[src/hdl/dcache_pkg.sv]
// dcache shared types: data word, byte address, write strobes and controller states
package dcache_pkg;

    ////////////////////////////////////////
    // bus and pipeline types
    ////////////////////////////////////////

    // one data word as seen by the pipeline and the memory bus
    typedef logic [31:0] word_t;

    // byte address, word aligned accesses only
    typedef logic [31:0] addr_t;

    // byte write enables, one per byte of word_t
    typedef logic [3:0] strb_t;

    ////////////////////////////////////////
    // controller states
    ////////////////////////////////////////

    // idle       waiting for a request
    // lookup     tag compare on the buffered request
    // miss_read  line address on the bus, waiting for addr_ok
    // miss_wait  waiting for the refill block
    // mem_write  write-through, waiting for addr_ok
    typedef enum logic [2:0] {
        idle      = 3'd0,
        lookup    = 3'd1,
        miss_read = 3'd2,
        miss_wait = 3'd3,
        mem_write = 3'd4
    } ctrl_state_e;

endpackage

[src/hdl/dcache_read_mux.sv]
// dcache read mux: picks the returned word from the hit way or the refill block
module dcache_read_mux #(
    parameter int offset_width = 2
) (
    input  logic                                                   clk,
    input  logic                                                   rstn,
    input  logic                                                   sel_way,
    input  logic                                                   sel_refill,
    input  logic                                                   resp_fire,
    input  dcache_pkg::word_t [1:0]                                hit_words,
    input  logic [$bits(dcache_pkg::word_t)*(2**offset_width)-1:0] mem_rdata,
    input  logic [offset_width-1:0]                                buf_offset,
    output logic                                                   resp_valid,
    output dcache_pkg::word_t                                      resp_rdata
);

    localparam int word_width = $bits(dcache_pkg::word_t);

    dcache_pkg::word_t sel_word;
    dcache_pkg::word_t last_rdata;

    // refill forwards straight from the incoming block
    assign sel_word = sel_refill ? mem_rdata[buf_offset*word_width +: word_width]
                                 : hit_words[sel_way];

    // last returned word, shown while no response is going out
    always_ff @(posedge clk or negedge rstn) begin
        if (!rstn) begin
            last_rdata <= '0;
        end else if (resp_fire) begin
            last_rdata <= sel_word;
        end
    end

    assign resp_valid = resp_fire;
    assign resp_rdata = resp_fire ? sel_word : last_rdata;

endmodule

[config.mk]
export PLATFORM = sky130hd
export DESIGN_NAME = dcache_read_mux
export DESIGN_NICKNAME = d
export VERILOG_FILES = /design/src/hdl/dcache_pkg.sv /design/src/hdl/dcache_read_mux.sv
export SDC_FILE = /design/constraint.sdc
export NUM_CORES = 1
export LEC_CHECK = 0
export ABC_CLOCK_PERIOD_IN_PS = 1200
export BUFFER_PORTS_ARGS = -buffer_cell sky130_fd_sc_hd__buf_2
export CAP_MARGIN = 0
export CELL_PAD_IN_SITES_DETAIL_PLACEMENT = 1
export CELL_PAD_IN_SITES_GLOBAL_PLACEMENT = 2
export CORE_UTILIZATION = 21
export DETAILED_ROUTE_END_ITERATION = 10
export GPL_TIMING_DRIVEN = 0
export PLACE_DENSITY_LB_ADDON = 0.25
export REMOVE_ABC_BUFFERS = 1
export SLEW_MARGIN = 20
export SYNTH_ARGS = -nofsm -noshare
export SYNTH_HDL_FRONTEND = slang
export SYNTH_SLANG_ARGS = --single-unit
export TNS_END_PERCENT = 10
[constraint.sdc]
create_clock -name clk -period 1.2 [get_ports clk]
set_input_delay 0 -clock clk [delete_from_list [all_inputs] [get_ports clk]]
set_output_delay 0 -clock clk [all_outputs]
set_load 0.02 [all_outputs]
==> results.toml <==
[run_status]
status = "complete, no violations"

[sta]
finalWorstSetupSlack_ps = 62.9
relSlewSlack = 0.486
period_needed_ps = 1140
finalHoldViolations = 0
fmax_mhz = 879
finalSetupViolations = 0
report.final.slew_viol_count = 0
clock_skew_ps = 0
rsz0062_at_grt = "true"
tightest_slew_ps = 771
fin_crit_sh = 0.948

[global_route]
grt_pass1_wl_um = 14400
antenna_found_initial = 0
grtUsageTotal = 0.143
grt_pass1_vias = 2901
grt-ovfl-total = 0
grt_max_degree = 66

[logic_synthesis]
synth_top_area_frac = 0.302
synth-simple-area-share = 0.0452
syn_area_sq_um = 2660
synth_area_leaders = "dfrtp_1 30%, mux4_2 25%, mux2_2 14%"
synth_top_family_by_area = "multiplexers"
avgSynthCellArea_sq_um = 12.3
ys_warn_count = 0
synthAdderAreaFrac = 0
synth_top_cell_by_area = "dfrtp_1"
synth_seq_cells = 32
muxShareOfSynthArea = 0.531
synthXorXnorAreaFrac = 0
yosysSeqAreaShare = 0.302
synth_compound_area_frac = 0.0603
synthDistinctLibCells = 13
syn_inst = 215

[detailed_routing]
routed_wl_um = 9550
via_per_inst = 4.44
firstDrtPassIters = 4
remaining_drc_errors = 0
wl_per_cell_um = 15.8
drt_iter0_drc = 50
postRouteAntennaNets = 0
vias = 2679

[setup_path]
required_ps = 1200
criticalPathCategory = "input pin to output port"
startpoint_type = "input pin"
cp-end-kind = "output port"
cp.arrival_ps = 1140
critical_path.max_fanout = 8

[floorplanning]
die_h_um = 114
ioPinCount = 232
dieArea_sq_um = 13100
initial_core_util = 0.218
design.core.area_sq_um = 12200
std_cell_rows = 40
dieWidth_um = 114

[final_layout]
largest_reg_flops = 32
fillers = 1461
largest_register = "last_rdata"
n_antenna_cell = 0
reg_top3 = "last_rdata: 32 flops"
layout-drive-gt1-share = 0.699
final_cells = 603
stdcell_area_sq_um = 4150
multiInputGateArea_sq_um = 1690
seqCellArea_sq_um = 801
fin_nets = 633
syn2layout_area_growth_pct = 56.4
utilization = 0.341

[cts]
root_buffer = "clkbuf_16"
cts_buffer_depth = 2
post-cts-setup-buffer-count = 0
clkLatencyLatePin_ps = 270
clk_pin_slew_worst_paths_ps = 50
htree_levels = 2
cts_tree = "built"
cts_num_sinks = 32
cts_buffers = 5

[power_and_ir_drop]
cellLeakagePower_uw = 0.00202
powerDensity_nw_per_um2 = 945
irDropWorstVdd_uv = 442

[placement]
gp_congestion = 0.686
place_area_sq_um = 3860
placed_cells = 591
dp_hpwl_um = 6810
port_buffers = 231
place_ws_ps = -513

[hold_path]
hp-class = "input pin to flop"

[job]
max-cap-violations = 0
[through the flow]
stage	total power (uW)	setup TNS, ps	hold slack (ps)
finish	3920	0	204
global route	4210	-13.2	230
CTS	4010	-39.4	197
detailed placement	2650	-27870	138
global placement	2630	-51330	130
floorplan	1960	0	-296
[where the power goes]
part	internal, uW	total, uW	switching [uW]
Combinational	737	1410	676
Sequential	1220	1250	35.5
Clock	826	1250	428
Total	2780	3920	1140
[cells by family after synthesis]
group           after synthesis
buf+inv                      23
compound gates               32
flops                        32
simple gates                 32
mux                          96
[worst max-delay path, stage by stage]
cell and delay, ps:
clkbuf_16 150, mux4_2 510, mux2i_1 160, a21oi_1 100, buf_2 210
[cell usage in the layout (no fill, tap or decap)]
cell type / count
buf_4: 5
clkbuf_8: 1
buf_6: 1
buf_2: 222
buf_16: 2
mux4_2: 31
mux2i_1: 32
clkbuf_1: 2
a21oi_1: 31
mux2_2: 32
buf_8: 2
dlygate4sd3_1: 1
mux4_1: 1
dfrtp_1: 32
clkbuf_16: 7
a21oi_2: 1
nor2_1: 32
[path summary, 6_finish.rpt]
kind,start,endpoint,slack (ps),cells past startpoint
max,buf_offset[0],resp_rdata[19],60,5
min,hit_words[63],last_rdata[31]$_DFF_PN0_,200,4
max reg2reg,last_rdata[4]$_DFF_PN0_,last_rdata[4]$_DFF_PN0_,510,2
min reg2reg,last_rdata[8]$_DFF_PN0_,last_rdata[8]$_DFF_PN0_,530,2
max in group asynchronous,rstn,last_rdata[12]$_DFF_PN0_,330,2
min in group asynchronous,rstn,last_rdata[1]$_DFF_PN0_,380,2
[synthesized netlist by cell type]
| library cell | instances |
|---|---|
| buf_12 | 3 |
| clkbuf_1 | 8 |
| dfrtp_1 | 32 |
| mux4_1 | 2 |
| buf_2 | 6 |
| nor2_1 | 32 |
| buf_6 | 1 |
| buf_1 | 1 |
| mux2_2 | 32 |
| mux4_2 | 30 |
| a21oi_1 | 32 |
| buf_4 | 4 |
| mux2i_1 | 32 |
[routing by layer]
metal	routed length, um	share of wire	track usage	up-vias
li1	-	-	-	1261
met2	4820	0.50	0.261	133
met5	0	0	0	-
met3	808	0.085	0.0360	4
met1	3850	0.40	0.166	1281
met4	73	0.0076	0.0346	0
[what timing repair did]
action | CTS | global route
resized for setup | 12 | 8
hold buffers | 1 | 0
pin swaps | 0 | 0
cloned | 1 | 2
setup endpoints to repair | 64 | 24
hold endpoints to repair | 32 | 0
[cell type report]
cell class | instances | area share
sequential | 32 | 0.193
multi-input combinational | 160 | 0.407
clock buffer | 8 | 0.0353
timing repair buffer | 235 | 0.314
tap | 168 | 0.0506
No activity file was read; power rests on OpenSTA's default activity.
