$ cat src/hdl/dcache_pkg.sv
// dcache shared types: data word, byte address, write strobes and controller states
package dcache_pkg;

    ////////////////////////////////////////
    // bus and pipeline types
    ////////////////////////////////////////

    // one data word as seen by the pipeline and the memory bus
    typedef logic [31:0] word_t;

    // byte address, word aligned accesses only
    typedef logic [31:0] addr_t;

    // byte write enables, one per byte of word_t
    typedef logic [3:0] strb_t;

    ////////////////////////////////////////
    // controller states
    ////////////////////////////////////////

    // idle       waiting for a request
    // lookup     tag compare on the buffered request
    // miss_read  line address on the bus, waiting for addr_ok
    // miss_wait  waiting for the refill block
    // mem_write  write-through, waiting for addr_ok
    typedef enum logic [2:0] {
        idle      = 3'd0,
        lookup    = 3'd1,
        miss_read = 3'd2,
        miss_wait = 3'd3,
        mem_write = 3'd4
    } ctrl_state_e;

endpackage

$ cat src/hdl/dcache_req_buffer.sv
// dcache request buffer: holds the accepted request and splits its address into fields
module dcache_req_buffer #(
    parameter int index_width  = 4,
    parameter int offset_width = 2
) (
    input  logic                                   clk,
    input  logic                                   rstn,
    input  logic                                   load,
    input  logic                                   req_wr,
    input  dcache_pkg::addr_t                      req_addr,
    input  dcache_pkg::word_t                      req_wdata,
    input  dcache_pkg::strb_t                      req_wstrb,
    output logic                                   buf_wr,
    output logic [31-2-offset_width-index_width:0] buf_tag,
    output logic [index_width-1:0]                 buf_index,
    output logic [offset_width-1:0]                buf_offset,
    output dcache_pkg::addr_t                      buf_line_addr,
    output dcache_pkg::addr_t                      buf_addr,
    output dcache_pkg::word_t                      buf_wdata,
    output dcache_pkg::strb_t                      buf_wstrb
);

    localparam int line_lsb = 2 + offset_width;
    localparam int tag_lsb  = line_lsb + index_width;

    // request type is control state
    always_ff @(posedge clk or negedge rstn) begin
        if (!rstn) begin
            buf_wr <= 1'b0;
        end else if (load) begin
            buf_wr <= req_wr;
        end
    end

    // address and write payload
    always_ff @(posedge clk) begin
        if (load) begin
            buf_addr  <= req_addr;
            buf_wdata <= req_wdata;
            buf_wstrb <= req_wstrb;
        end
    end

    // field split
    assign buf_offset = buf_addr[2 +: offset_width];
    assign buf_index  = buf_addr[line_lsb +: index_width];
    assign buf_tag    = buf_addr[31:tag_lsb];

    // refills always start at the first word of the line
    assign buf_line_addr = {buf_addr[31:line_lsb], {line_lsb{1'b0}}};

endmodule

$ cat config.mk
export PLATFORM = sky130hd
export DESIGN_NAME = dcache_req_buffer
export DESIGN_NICKNAME = d
export VERILOG_FILES = /design/src/hdl/dcache_pkg.sv /design/src/hdl/dcache_req_buffer.sv
export SDC_FILE = /design/constraint.sdc
export NUM_CORES = 1
export LEC_CHECK = 0
export BUFFER_PORTS_ARGS = -buffer_cell sky130_fd_sc_hd__buf_4
export CAP_MARGIN = 0
export CELL_PAD_IN_SITES_DETAIL_PLACEMENT = 0
export CELL_PAD_IN_SITES_GLOBAL_PLACEMENT = 1
export CORE_MARGIN = 5
export CORE_UTILIZATION = 29
export CTS_CLUSTER_SIZE = 24
export DETAILED_ROUTE_END_ITERATION = 10
export GPL_ROUTABILITY_DRIVEN = 0
export PLACE_DENSITY_LB_ADDON = 0.15
export SLEW_MARGIN = 20
export SYNTH_ARGS = -nofsm -noshare
export SYNTH_HDL_FRONTEND = slang
export SYNTH_SLANG_ARGS = --single-unit
$ cat constraint.sdc
create_clock -name clk -period 0.8 [get_ports clk]
set_input_delay 0.04 -clock clk [delete_from_list [all_inputs] [get_ports clk]]
set_output_delay 0.04 -clock clk [all_outputs]
set_load 0.02 [all_outputs]
==> impl_metrics.ini <==
[worst_setup_path]
timing.critical_path.buf_inv = 1
crit_fanout = 3
end_kind = primary output
critPathArrivalTime_ps = 980
slowest_stage = edfxtp_1
path_cells = buf_6
path_class = reg -> out
required_ps = 760
critPathMaxStageDelay_ps = 470
path_delay_family = flip-flops
startpoint_type = flop
rrSetupSlack_ps = 10

[clock_network]
cts_tree = done
clk_latency_ps = 330
cts_setup_buffers = 0
numClockSinks = 69
cts-root-buf = clkbuf_8
htree_levels = 3
clkSlewWorstSetupHoldPaths_ps = 70
clockBufferDepth = 2
numCtsBuffers = 9

[final_layout]
final_cells = 473
area_delta_synth_final_pct = 100.8
drive_gt1_share_pct = 60.27
final_util_pct = 59.32
diodes = 0
layout.nets = 432

[yosys]
yosys_most_used_dff = edfxtp_1
synth_most_common_cell = edfxtp_1
synth_seq_cells = 69
yosys_warnings = 0
synth.area.top_cells = edfxtp_1, buf_4, dfrtp_1, mux2_4, conb_1
synth_area_mm2 = 0.002551
synth_edf_count = 68
synthAdderAreaFrac_pct = 0
yosysSeqAreaShare_pct = 81.02
synth_top_family_by_area = buffers and inverters
synth-async-reset-ratio_pct = 1.449
synthCells = 133
synthMuxAreaShare_pct = 0.5885
synth_top_area_cell = edfxtp_1
yosys.area_share.simple_pct = 0
ys_types = 5
synth-compound-area-share_pct = 0
synth_commonest_cells = edfxtp_1, buf_4, conb_1, dfrtp_1, mux2_4
synth_xor_area_share_pct = 0
syn_avg_cell_area_um2 = 19.18
synth_top_area_share_pct = 80.04

[detailed_routing]
finalWirelength_um = 7114
num_vias = 1822
avgRoutedWirePerCell_um = 15.04
drt-vias-per-instance = 3.852
final_antenna_net_count = 0
dr.pass1.iters = 4
drc_errors = 0
drt_iter0_drc = 59

[global_routing]
grt_pass1_vias = 2070
use_met2_pct = 23.36
grt-ovfl-total = 0
grt_max_degree = 24
track_usage_pct = 12.86
grt_pass1_wl_um = 10880
grt_util_met1_pct = 11.78
use_met3_pct = 7.836
busiest_layer = met2
antenna_found_initial = 0

[floorplanning]
initial_core_util_pct = 29.54
io_pins = 203
dieWidth_um = 103.8
fp.dieArea_mm2 = 0.01077
fp.coreArea_mm2 = 0.008636
rows = 34
die_h_um = 103.8

[place]
dp_hpwl_um = 4885
port_buffers = 198
dp_cells = 386
place_ws_ps = 20.24

[power_and_ir_drop]
leakage_nw = 2.222
power_mw = 9.679
powerDensity_mw_per_mm2 = 1889
p_clk_share_pct = 28.4
comb_power_share_pct = 24.8
p_sw_mw = 2.512
power_frac_seq_pct = 46.8
p_int_mw = 7.166
switching_share_pct = 25.96
ir_drop_uv = 1053

[sta]
period_share_pct = 126.9
skew_ps = 0
setup_viol = 127
min_period_ps = 1015
slew_viol_final = 0
final.setup.worst_slack_ps = -215.2
timing.hold.ws_ps = 77.70
hold_viol_final = 0
fmax_mhz = 985.0
rsz0062_at_grt = true

[status]
outcome = complete, but fails checks
violations = negative setup slack

[job]
cap_violations = 0

[worst_hold_path]
hold_path.class = in -> reg
-- power groups by stage --
stage	sequential, mW	combinational [mW]	clock, mW
after floorplan	4.87	0.661	0
after global placement	4.51	1.87	0
after detailed placement	4.52	1.87	0
after CTS	4.51	2.36	2.86
after global routing	4.56	2.51	3.05
final	4.53	2.40	2.75
-- metal layers --
| metal | wire [µm] | part of all wire [%] |
|---|---|---|
| met2 | 3873 | 54 |
| met3 | 821 | 12 |
| met5 | 0 | 0 |
| met4 | 110 | 1.5 |
| met1 | 2309 | 32 |
-- logic make-up (layout without fill, tap and decap cells) --
| kind of cell | Yosys count | after routing |
|---|---|---|
| other | 1 | 4 |
| multiplexers | 1 | 1 |
| flip-flops | 69 | 69 |
| buffers and inverters | 62 | 291 |
-- per-stage QoR --
stage                     area [µm²]  setup TNS (ps)
after floorplan                 2564          -22.22
after global placement          3802               0
after detailed placement        3802               0
after CTS                       5032          -23000
after global routing            5122          -28210
final                           5122          -20620
-- layout make-up --
cell class / instances / area, µm²
fill: 680 / 3513
timing repair buffer: 275 / 2696
sequential: 69 / 2068
clock buffer: 12 / 145.1
tap: 108 / 135.1
clock inverter: 4 / 47.55
multi-input combinational: 5 / 30.03
-- layout by cell type, fill, tap and decap left out --
cell type      count
mux2_4             1
conb_1             4
buf_4             90
bufinv_16          1
buf_12             3
edfxtp_1          68
dfrtp_2            1
clkinv_2           2
clkbuf_8          10
dlygate4sd3_1     71
clkbuf_1           2
clkinvlp_4         1
buf_6            111
-- repair_timing --
action | CTS | global route
hold endpoints to repair | 70 | 0
endpoints found under the setup margin | 127 | 128
gates resized for setup | 87 | 24
hold buffers | 71 | 0
-- registers in the layout, summed over array words and instances (netlist names) --
| register | count |
|---|---|
| buf_wstrb | 4 |
| buf_wdata | 32 |
| buf_wr | 1 |
| buf_addr | 32 |
-- path summary, 6_finish.rpt --
check / from / endpoint / cells after the start
min in group asynchronous: rstn / buf_wr$_DFFE_PN0P_ / 3
hold / removal: load / buf_wdata[10]$_DFFE_PP_ / 1
setup reg to reg: buf_wr$_DFFE_PN0P_ / buf_wr$_DFFE_PN0P_ / 1
max in group asynchronous: rstn / buf_wr$_DFFE_PN0P_ / 3
hold reg to reg: buf_wr$_DFFE_PN0P_ / buf_wr$_DFFE_PN0P_ / 1
setup / recovery: buf_addr[12]$_DFFE_PP_ / buf_tag[4] / 1
Power figures use the tool's default switching activity.
