<file path="src/hdl/dcache_pkg.sv">
// dcache shared types: data word, byte address, write strobes and controller states
package dcache_pkg;

    ////////////////////////////////////////
    // bus and pipeline types
    ////////////////////////////////////////

    // one data word as seen by the pipeline and the memory bus
    typedef logic [31:0] word_t;

    // byte address, word aligned accesses only
    typedef logic [31:0] addr_t;

    // byte write enables, one per byte of word_t
    typedef logic [3:0] strb_t;

    ////////////////////////////////////////
    // controller states
    ////////////////////////////////////////

    // idle       waiting for a request
    // lookup     tag compare on the buffered request
    // miss_read  line address on the bus, waiting for addr_ok
    // miss_wait  waiting for the refill block
    // mem_write  write-through, waiting for addr_ok
    typedef enum logic [2:0] {
        idle      = 3'd0,
        lookup    = 3'd1,
        miss_read = 3'd2,
        miss_wait = 3'd3,
        mem_write = 3'd4
    } ctrl_state_e;

endpackage

</file>
<file path="src/hdl/dcache_ctrl_fsm.sv">
// dcache controller FSM: pipeline handshake, memory requests and array write controls
module dcache_ctrl_fsm (
    input  logic       clk,
    input  logic       rstn,
    input  logic       req_valid,
    output logic       req_ready,
    input  logic       buf_wr,
    input  logic [1:0] hit,
    input  logic       victim,
    input  logic       mem_addr_ok,
    input  logic       mem_data_ok,
    output logic       mem_req,
    output logic       mem_wr,
    output logic       load,
    output logic [1:0] way_we,
    output logic       refill,
    output logic       touch,
    output logic       sel_way,
    output logic       sel_refill,
    output logic       resp_fire
);

    dcache_pkg::ctrl_state_e state;
    dcache_pkg::ctrl_state_e next_state;
    dcache_pkg::ctrl_state_e accept_state;

    logic any_hit;

    assign any_hit = |hit;

    // where to go from a cycle that can take a new request
    assign accept_state = req_valid ? dcache_pkg::lookup : dcache_pkg::idle;

    ////////////////////////////////////////
    // state register
    ////////////////////////////////////////

    always_ff @(posedge clk or negedge rstn) begin
        if (!rstn) begin
            state <= dcache_pkg::idle;
        end else begin
            state <= next_state;
        end
    end

    ////////////////////////////////////////
    // next state and outputs
    ////////////////////////////////////////

    always_comb begin
        next_state = state;
        req_ready  = 1'b0;
        load       = 1'b0;
        mem_req    = 1'b0;
        mem_wr     = 1'b0;
        way_we     = 2'b00;
        refill     = 1'b0;
        touch      = 1'b0;
        sel_way    = 1'b0;
        sel_refill = 1'b0;
        resp_fire  = 1'b0;

        case (state)
            dcache_pkg::idle: begin
                req_ready  = 1'b1;
                load       = req_valid;
                next_state = accept_state;
            end

            dcache_pkg::lookup: begin
                if (any_hit && buf_wr) begin
                    // update the hit line now, then write through
                    way_we     = hit;
                    next_state = dcache_pkg::mem_write;
                end else if (any_hit) begin
                    // read hit returns now and takes the next request
                    touch      = 1'b1;
                    sel_way    = hit[1];
                    resp_fire  = 1'b1;
                    req_ready  = 1'b1;
                    load       = req_valid;
                    next_state = accept_state;
                end else if (buf_wr) begin
                    // no write-allocate
                    next_state = dcache_pkg::mem_write;
                end else begin
                    next_state = dcache_pkg::miss_read;
                end
            end

            dcache_pkg::miss_read: begin
                mem_req = 1'b1;
                if (mem_addr_ok) begin
                    next_state = dcache_pkg::miss_wait;
                end
            end

            dcache_pkg::miss_wait: begin
                if (mem_data_ok) begin
                    // fill the LRU way and forward the word from the block
                    refill     = 1'b1;
                    way_we     = victim ? 2'b10 : 2'b01;
                    sel_refill = 1'b1;
                    resp_fire  = 1'b1;
                    req_ready  = 1'b1;
                    load       = req_valid;
                    next_state = accept_state;
                end
            end

            dcache_pkg::mem_write: begin
                mem_req = 1'b1;
                mem_wr  = 1'b1;
                // write is done once the address is taken
                if (mem_addr_ok) begin
                    req_ready  = 1'b1;
                    load       = req_valid;
                    next_state = accept_state;
                end
            end

            default: begin
                next_state = dcache_pkg::idle;
            end
        endcase
    end

endmodule

</file>
<file path="config.mk">
export PLATFORM = sky130hd
export DESIGN_NAME = dcache_ctrl_fsm
export DESIGN_NICKNAME = d
export VERILOG_FILES = /design/src/hdl/dcache_pkg.sv /design/src/hdl/dcache_ctrl_fsm.sv
export SDC_FILE = /design/constraint.sdc
export NUM_CORES = 1
export LEC_CHECK = 0
export BUFFER_PORTS_ARGS = -buffer_cell sky130_fd_sc_hd__buf_2
export CAP_MARGIN = 10
export CORE_AREA = 2 2 39 41
export CTS_CLUSTER_SIZE = 10
export DETAILED_ROUTE_END_ITERATION = 8
export DIE_AREA = 0 0 41 43
export PLACE_DENSITY = 0.59
export SYNTH_ARGS = -nofsm -noshare
export SYNTH_HDL_FRONTEND = slang
export SYNTH_SLANG_ARGS = --single-unit
</file>
<file path="constraint.sdc">
create_clock -name clk -period 1.9 [get_ports clk]
set_input_delay 0.38 -clock clk [delete_from_list [all_inputs] [get_ports clk]]
set_output_delay 0.38 -clock clk [all_outputs]
set_load 0.05 [all_outputs]
</file>
==> out/qor.yml, run 1 <==
synth:
  synth-compound-area-share_pct: 21.1
  yosysWarnings: 0
  synth_area_per_cell_um2: 8.37
  synth_top_family_by_area: "simple AND/OR/NAND/NOR gates"
  yosysTopAreaCellShare_pct: 23.0
  ys_types: 30
  ys_top_cells_by_area: "dfrtp_1 (23%), nor4b_4 (7.3%), nand2_1 (4.6%), nor3b_1 (4.6%), and4bb_2 (3.8%)"
  ys_seq_elements: 3
  syn-instance-count: 39
  yosys.area_share.simple_pct: 41.4
  ys_seq_area_share_pct: 23.0
  synth_area_leader_cell: "dfrtp_1"
  synth_mux_area_share_pct: 0
  syn_area_um2: 327
  synthXorXnorAreaFrac_pct: 2.68
  syn-num-nets: 48
  synth_fa_ha_area_share_pct: 0
floorplan:
  dieHeight_um: 43
  std_cell_rows: 14
  core_area_um2: 1380
  dieArea_um2: 1760
  io_pins: 20
  start_util_pct: 23.6
  die_w_um: 41
status:
  violations: "setup timing"
  outcome: "complete, but fails checks"
route:
  routed_via_density: 4.93
  vias: 399
  drc: 0
  wire_per_inst_um: 13.1
  drt_iter0_drc: 5
  ant_nets: 0
  drtPass1Iterations: 5
  wl_um: 1060
clock_tree:
  cts_buffers: 3
  clockBufferDepth: 2
  clkSinkCount: 3
  cts_tree: "built"
  root_buffer: "clkbuf_4"
  clk_pin_slew_ps: 40
  clock_latency_ps: 240
  htree_levels: 1
timing:
  tightest_slew_ps: 308
  rsz0062_at_grt: "yes"
  fmax_mhz: 525
  maxSlewHeadroom_pct: 79.5
  fin_skew_ps: 2.46
  final-max-slew-violation-count: 0
  fin_crit_sh_pct: 100
  fin_ws_ps: -5.21
  final_hold_viol_count: 0
  setup_viol: 1
  fin_crit_ps: 1910
worst_setup_path:
  critPathMaxFanout: 5
  worstSetupEndpoint: "load"
  required_ps: 1520
  cp.arrival_ps: 1530
  endpoint_kind: "primary output"
  crit_type: "reg -> out"
  r2r-end: "state[0]$_DFFE_PN0P_"
  reg2reg_depth: 3
  ff2ff_setup_slack_ps: 470
  rr_startpoint: "state[2]$_DFFE_PN0P_"
  critPathLaunch: "state[2]$_DFFE_PN0P_"
  critPathLaunchType: "flip-flop"
min_path:
  hold_path.class: "in -> async"
power_and_ir_drop:
  p_per_area_nw_per_um2: 1740
  p_leak_uw: 0.000289
  ir_worst_vdd_mv: 0.704
layout:
  diodes: 0
  area_growth_pct: 78.9
  utilization_pct: 42.2
  top_regs: "state (3)"
  fillers: 136
  finalNetCount: 75
  top_register: "state"
  largest_reg_flops: 3
  multi_input_area_um2: 259
  seqCellArea_um2: 77.6
  drive_above_1_share_pct: 66.2
placement:
  io_buffer_count: 19
  hpwl_um: 640
  gp_congestion: 0.742
  dp_slack_ps: 7.50
global_routing:
  antenna_found_initial: 0
  grt_remaining_overflow: 0
  grt_max_degree: 8
  grt_pass1_wl_um: 1700
  track_usage_pct: 14.7
  grt_pass1_vias: 409
run:
  max-cap-violations: 0
==> worst max-delay path: stages, from the launching register on <==
cell and delay [ps]:
dfrtp_2 450, nor2b_4 150, or3_4 350, a31oi_4 170, buf_6 180
==> cells in the mapped netlist <==
cell      number
buf_4          1
and4bb_2       1
a222oi_1       1
nor3b_1        2
clkbuf_1       1
o22ai_1        1
o21bai_1       1
o21ai_0        2
nand3_2        1
nor2_1         1
nand2_1        4
nor4b_4        1
a21oi_1        1
nor2b_2        1
inv_1          3
and2b_2        1
a22o_1         1
or3_1          1
a31oi_1        1
dfrtp_1        3
buf_6          1
and2_2         1
o211ai_1       1
a21o_1         1
nand3_1        1
nor3_1         1
buf_2          1
nand3b_1       1
nand2b_1       1
xnor2_1        1
==> layout make-up <==
class,instances,area share (%)
flip-flops and latches,3,13.3
multi-input cells,29,44.3
well taps,16,3.43
clock buffers,4,4.50
repair buffers,26,32.5
inverters,3,1.93
==> report_power, final <==
part / total [uW] / switching [uW] / internal (uW)
Combinational: 763 / 449 / 315
Clock: 114 / 35.5 / 78.9
Sequential: 140 / 47.3 / 93.1
==> what timing repair did <==
item | in CTS | in global routing
pin swaps | 2 | 2
endpoints found under the hold margin | 3 | 0
setup buffers | 3 | 1
resized for setup | 14 | 11
endpoints found under the setup margin | 8 | 8
hold buffers | 1 | 0
==> stage by stage <==
| stage | std cells | cell area, um^2 | setup TNS (ps) | hold WS (ps) | power, uW |
|---|---|---|---|---|---|
| after global placement | 72 | 442 | 0 | 177 | 728 |
| after detailed placement | 72 | 442 | 0 | 176 | 728 |
| after floorplan | 39 | 339 | -113 | 84.4 | 617 |
| after CTS | 80 | 551 | -3.70 | 446 | 962 |
| final | 81 | 584 | -5.21 | 465 | 1020 |
| after global routing | 81 | 584 | -112 | 471 | 1080 |
==> kinds of logic (layout without fill, tap and decap cells) <==
kind of cell / Yosys count / in the layout
AO/OA/AOI/OAI: 10 / 10
XOR/XNOR: 1 / 1
buffers and inverters: 7 / 33
flip-flops: 3 / 3
AND/OR/NAND/NOR: 18 / 18
==> layer usage <==
metal	vias up	routed length [um]	GRT usage, %
met2	9	607	21.6
met3	4	23	2.09
li1	193	-	-
met4	0	31	15.3
met1	193	400	16.1
met5	-	0	0
==> worst min path at each step <==
stage,slack (ps),end
after floorplan,80,state[0]$_DFFE_PN0P_
after global placement,180,state[0]$_DFFE_PN0P_
after detailed placement,180,state[0]$_DFFE_PN0P_
after CTS,450,state[0]$_DFFE_PN0P_
after global routing,470,state[0]$_DFFE_PN0P_
final,460,state[1]$_DFFE_PN0P_
==> cells in the final DEF, fill, tap and decap left out, types with 2 or more instances in the layout <==
master / count
buf_6: 6
buf_2: 12
clkbuf_4: 4
buf_4: 6
o21ai_2: 2
nand2_1: 4
dfrtp_2: 2
inv_1: 2
No activity file was read; power rests on OpenSTA's default activity.
==> run 2, diff against run 1 <==
--- a/config.mk
+++ b/config.mk
@@ -11,7 +11,7 @@
 export CTS_CLUSTER_SIZE = 10
 export DETAILED_ROUTE_END_ITERATION = 8
 export DIE_AREA = 0 0 41 43
-export PLACE_DENSITY = 0.59
+export PLACE_DENSITY = 0.6
 export SYNTH_ARGS = -nofsm -noshare
 export SYNTH_HDL_FRONTEND = slang
 export SYNTH_SLANG_ARGS = --single-unit
==> constraint.sdc (replaced) <==
create_clock -name clk -period 1.7 [get_ports clk]
set_input_delay 0.34 -clock clk [delete_from_list [all_inputs] [get_ports clk]]
set_output_delay 0.34 -clock clk [all_outputs]
set_load 0.05 [all_outputs]
==> out/qor.yml, run 2 (synthesis gave the netlist of run 1 again) <==
clock_tree:
  root_buffer: "clkbuf_4"
  cts_buffers: 3
  clkSinkCount: 3
  clk_pin_slew_ps: 40
  clock_latency_ps: 240
  clockBufferDepth: 2
  htree_levels: 1
  cts_tree: "built"
layout:
  area_growth_pct: 120
  largest_reg_flops: 3
  seqCellArea_um2: 77.6
  fillers: 121
  diodes: 0
  final_common_cell: "buf_4"
  final_cell_mix: "buf_4 (15), buf_6 (10), buf_2 (8)"
  multi_input_area_um2: 275
  drive_above_1_share_pct: 70.7
  top_register: "state"
  finalNetCount: 85
  top_regs: "state (3)"
placement:
  gp_congestion: 0.829
  io_buffer_count: 19
  hpwl_um: 782
  dp_slack_ps: -119
timing:
  fmax_mhz: 532
  fin_crit_ps: 1880
  fin_ws_ps: -181
  tightest_slew_ps: 288
  fin_skew_ps: 6.14
  final-max-slew-violation-count: 0
  final_hold_viol_count: 0
  setup_viol: 10
  rsz0062_at_grt: "yes"
  fin_crit_sh_pct: 111
  maxSlewHeadroom_pct: 80.7
floorplan:
  start_util_pct: 23.6
  die_w_um: 41
  dieArea_um2: 1760
  std_cell_rows: 14
  core_area_um2: 1380
  io_pins: 20
  dieHeight_um: 43
power_and_ir_drop:
  p_per_area_nw_per_um2: 1840
  p_leak_uw: 0.000347
  p_total_uw: 1320
  ir_worst_vdd_mv: 0.806
worst_setup_path:
  reg2reg_depth: 7
  crit_type: "reg -> out"
  critPathLaunchType: "flip-flop"
  rr_startpoint: "state[2]$_DFFE_PN0P_"
  required_ps: 1360
  cp.arrival_ps: 1540
  endpoint_kind: "primary output"
  critPathMaxFanout: 6
  ff2ff_setup_slack_ps: 120
  crit_path_cell_trace: "buf_4 -> buf_4 -> xnor2_1 -> nor2_1 -> buf_6"
  slowest_stage: "dfrtp_2"
  crit_top_cell: "buf_4"
  max_stage_delay_ps: 450
  r2r-end: "state[2]$_DFFE_PN0P_"
min_path:
  hold_path.class: "in -> async"
route:
  drtPass1Iterations: 5
  ant_nets: 0
  drt_iter0_drc: 11
  drc: 0
  wire_per_inst_um: 14.5
  wl_um: 1320
  routed_via_density: 4.99
  vias: 454
global_routing:
  grt_pass1_wl_um: 1860
  grt_pass1_vias: 431
  grt_max_degree: 7
  track_usage_pct: 16.0
  grt_remaining_overflow: 0
  antenna_found_initial: 0
status:
  violations: "setup timing"
  outcome: "complete, but fails checks"
run:
  max-cap-violations: 0
==> run 2: changes by cell type in the layout (fill, tap and decap cells not counted), moves of 2 or more <==
cell   before  now
buf_2      12    8
buf_4       6   15
buf_8       0    2
buf_6       6   10
==> run 2: through the flow <==
| stage | instances | hold slack [ps] | instance area, um^2 | setup TNS [ps] | utilization (%) |
|---|---|---|---|---|---|
| finish | 91 | 424 | 719 | -1230 | 52.0 |
| global route | 91 | 417 | 719 | -1770 | 52.0 |
| CTS | 88 | 403 | 677 | -832 | 48.9 |
| detailed placement | 77 | 140 | 498 | -254 | 36.0 |
| global placement | 77 | 140 | 498 | -50.1 | 36.0 |
| floorplan | 39 | 44.4 | 364 | -518 | - |
==> run 2: layout make-up <==
class	instances	area share [%]
clock buffer	4	3.65
inverter	3	2.09
sequential	3	10.8
timing repair buffer	36	42.4
tap	16	2.78
multi-input combinational	29	38.3
==> run 2: worst max-delay path by stage <==
stage,from,endpoint,slack (ps),cells past startpoint
2_1_floorplan,state[2]$_DFFE_PN0P_,way_we[0],-200,4
3_3_place_gp,state[2]$_DFFE_PN0P_,load,-50,4
3_5_place_dp,state[2]$_DFFE_PN0P_,load,-120,4
4_1_cts,state[1]$_DFFE_PN0P_,way_we[1],-160,5
5_1_grt,state[2]$_DFFE_PN0P_,load,-230,4
6_report,state[1]$_DFFE_PN0P_,mem_req,-180,5
==> run 2: routing by layer <==
layer  wire length, um  GRT usage, %
met5                 0             0
met4                13          10.0
met3                51          1.57
met2               765          26.9
met1               488          17.9
==> run 2: worst max-delay path, delay by kind of cell (launching register included) <==
family,cells,cell delay [ps]
AND/OR/NAND/NOR,1,220
XOR/XNOR,1,130
buffers and inverters,3,490
flip-flops,1,450
==> run 2: power by group <==
part	switching, uW	leakage (uW)	internal, uW
combinational	553	0.000296	482
clock	42.7	0.0000150	88.4
sequential	54.1	0.0000365	104
total	650	0.000347	675
==> run 2: what timing repair did <==
item                                   in CTS  in global routing
setup endpoints to repair                  10                 11
setup buffers                               6                  3
hold buffers                                1                  0
gates cloned                                0                  0
pin swaps                                   4                  2
endpoints found under the hold margin       3                  0
gates resized for setup                    30                  5
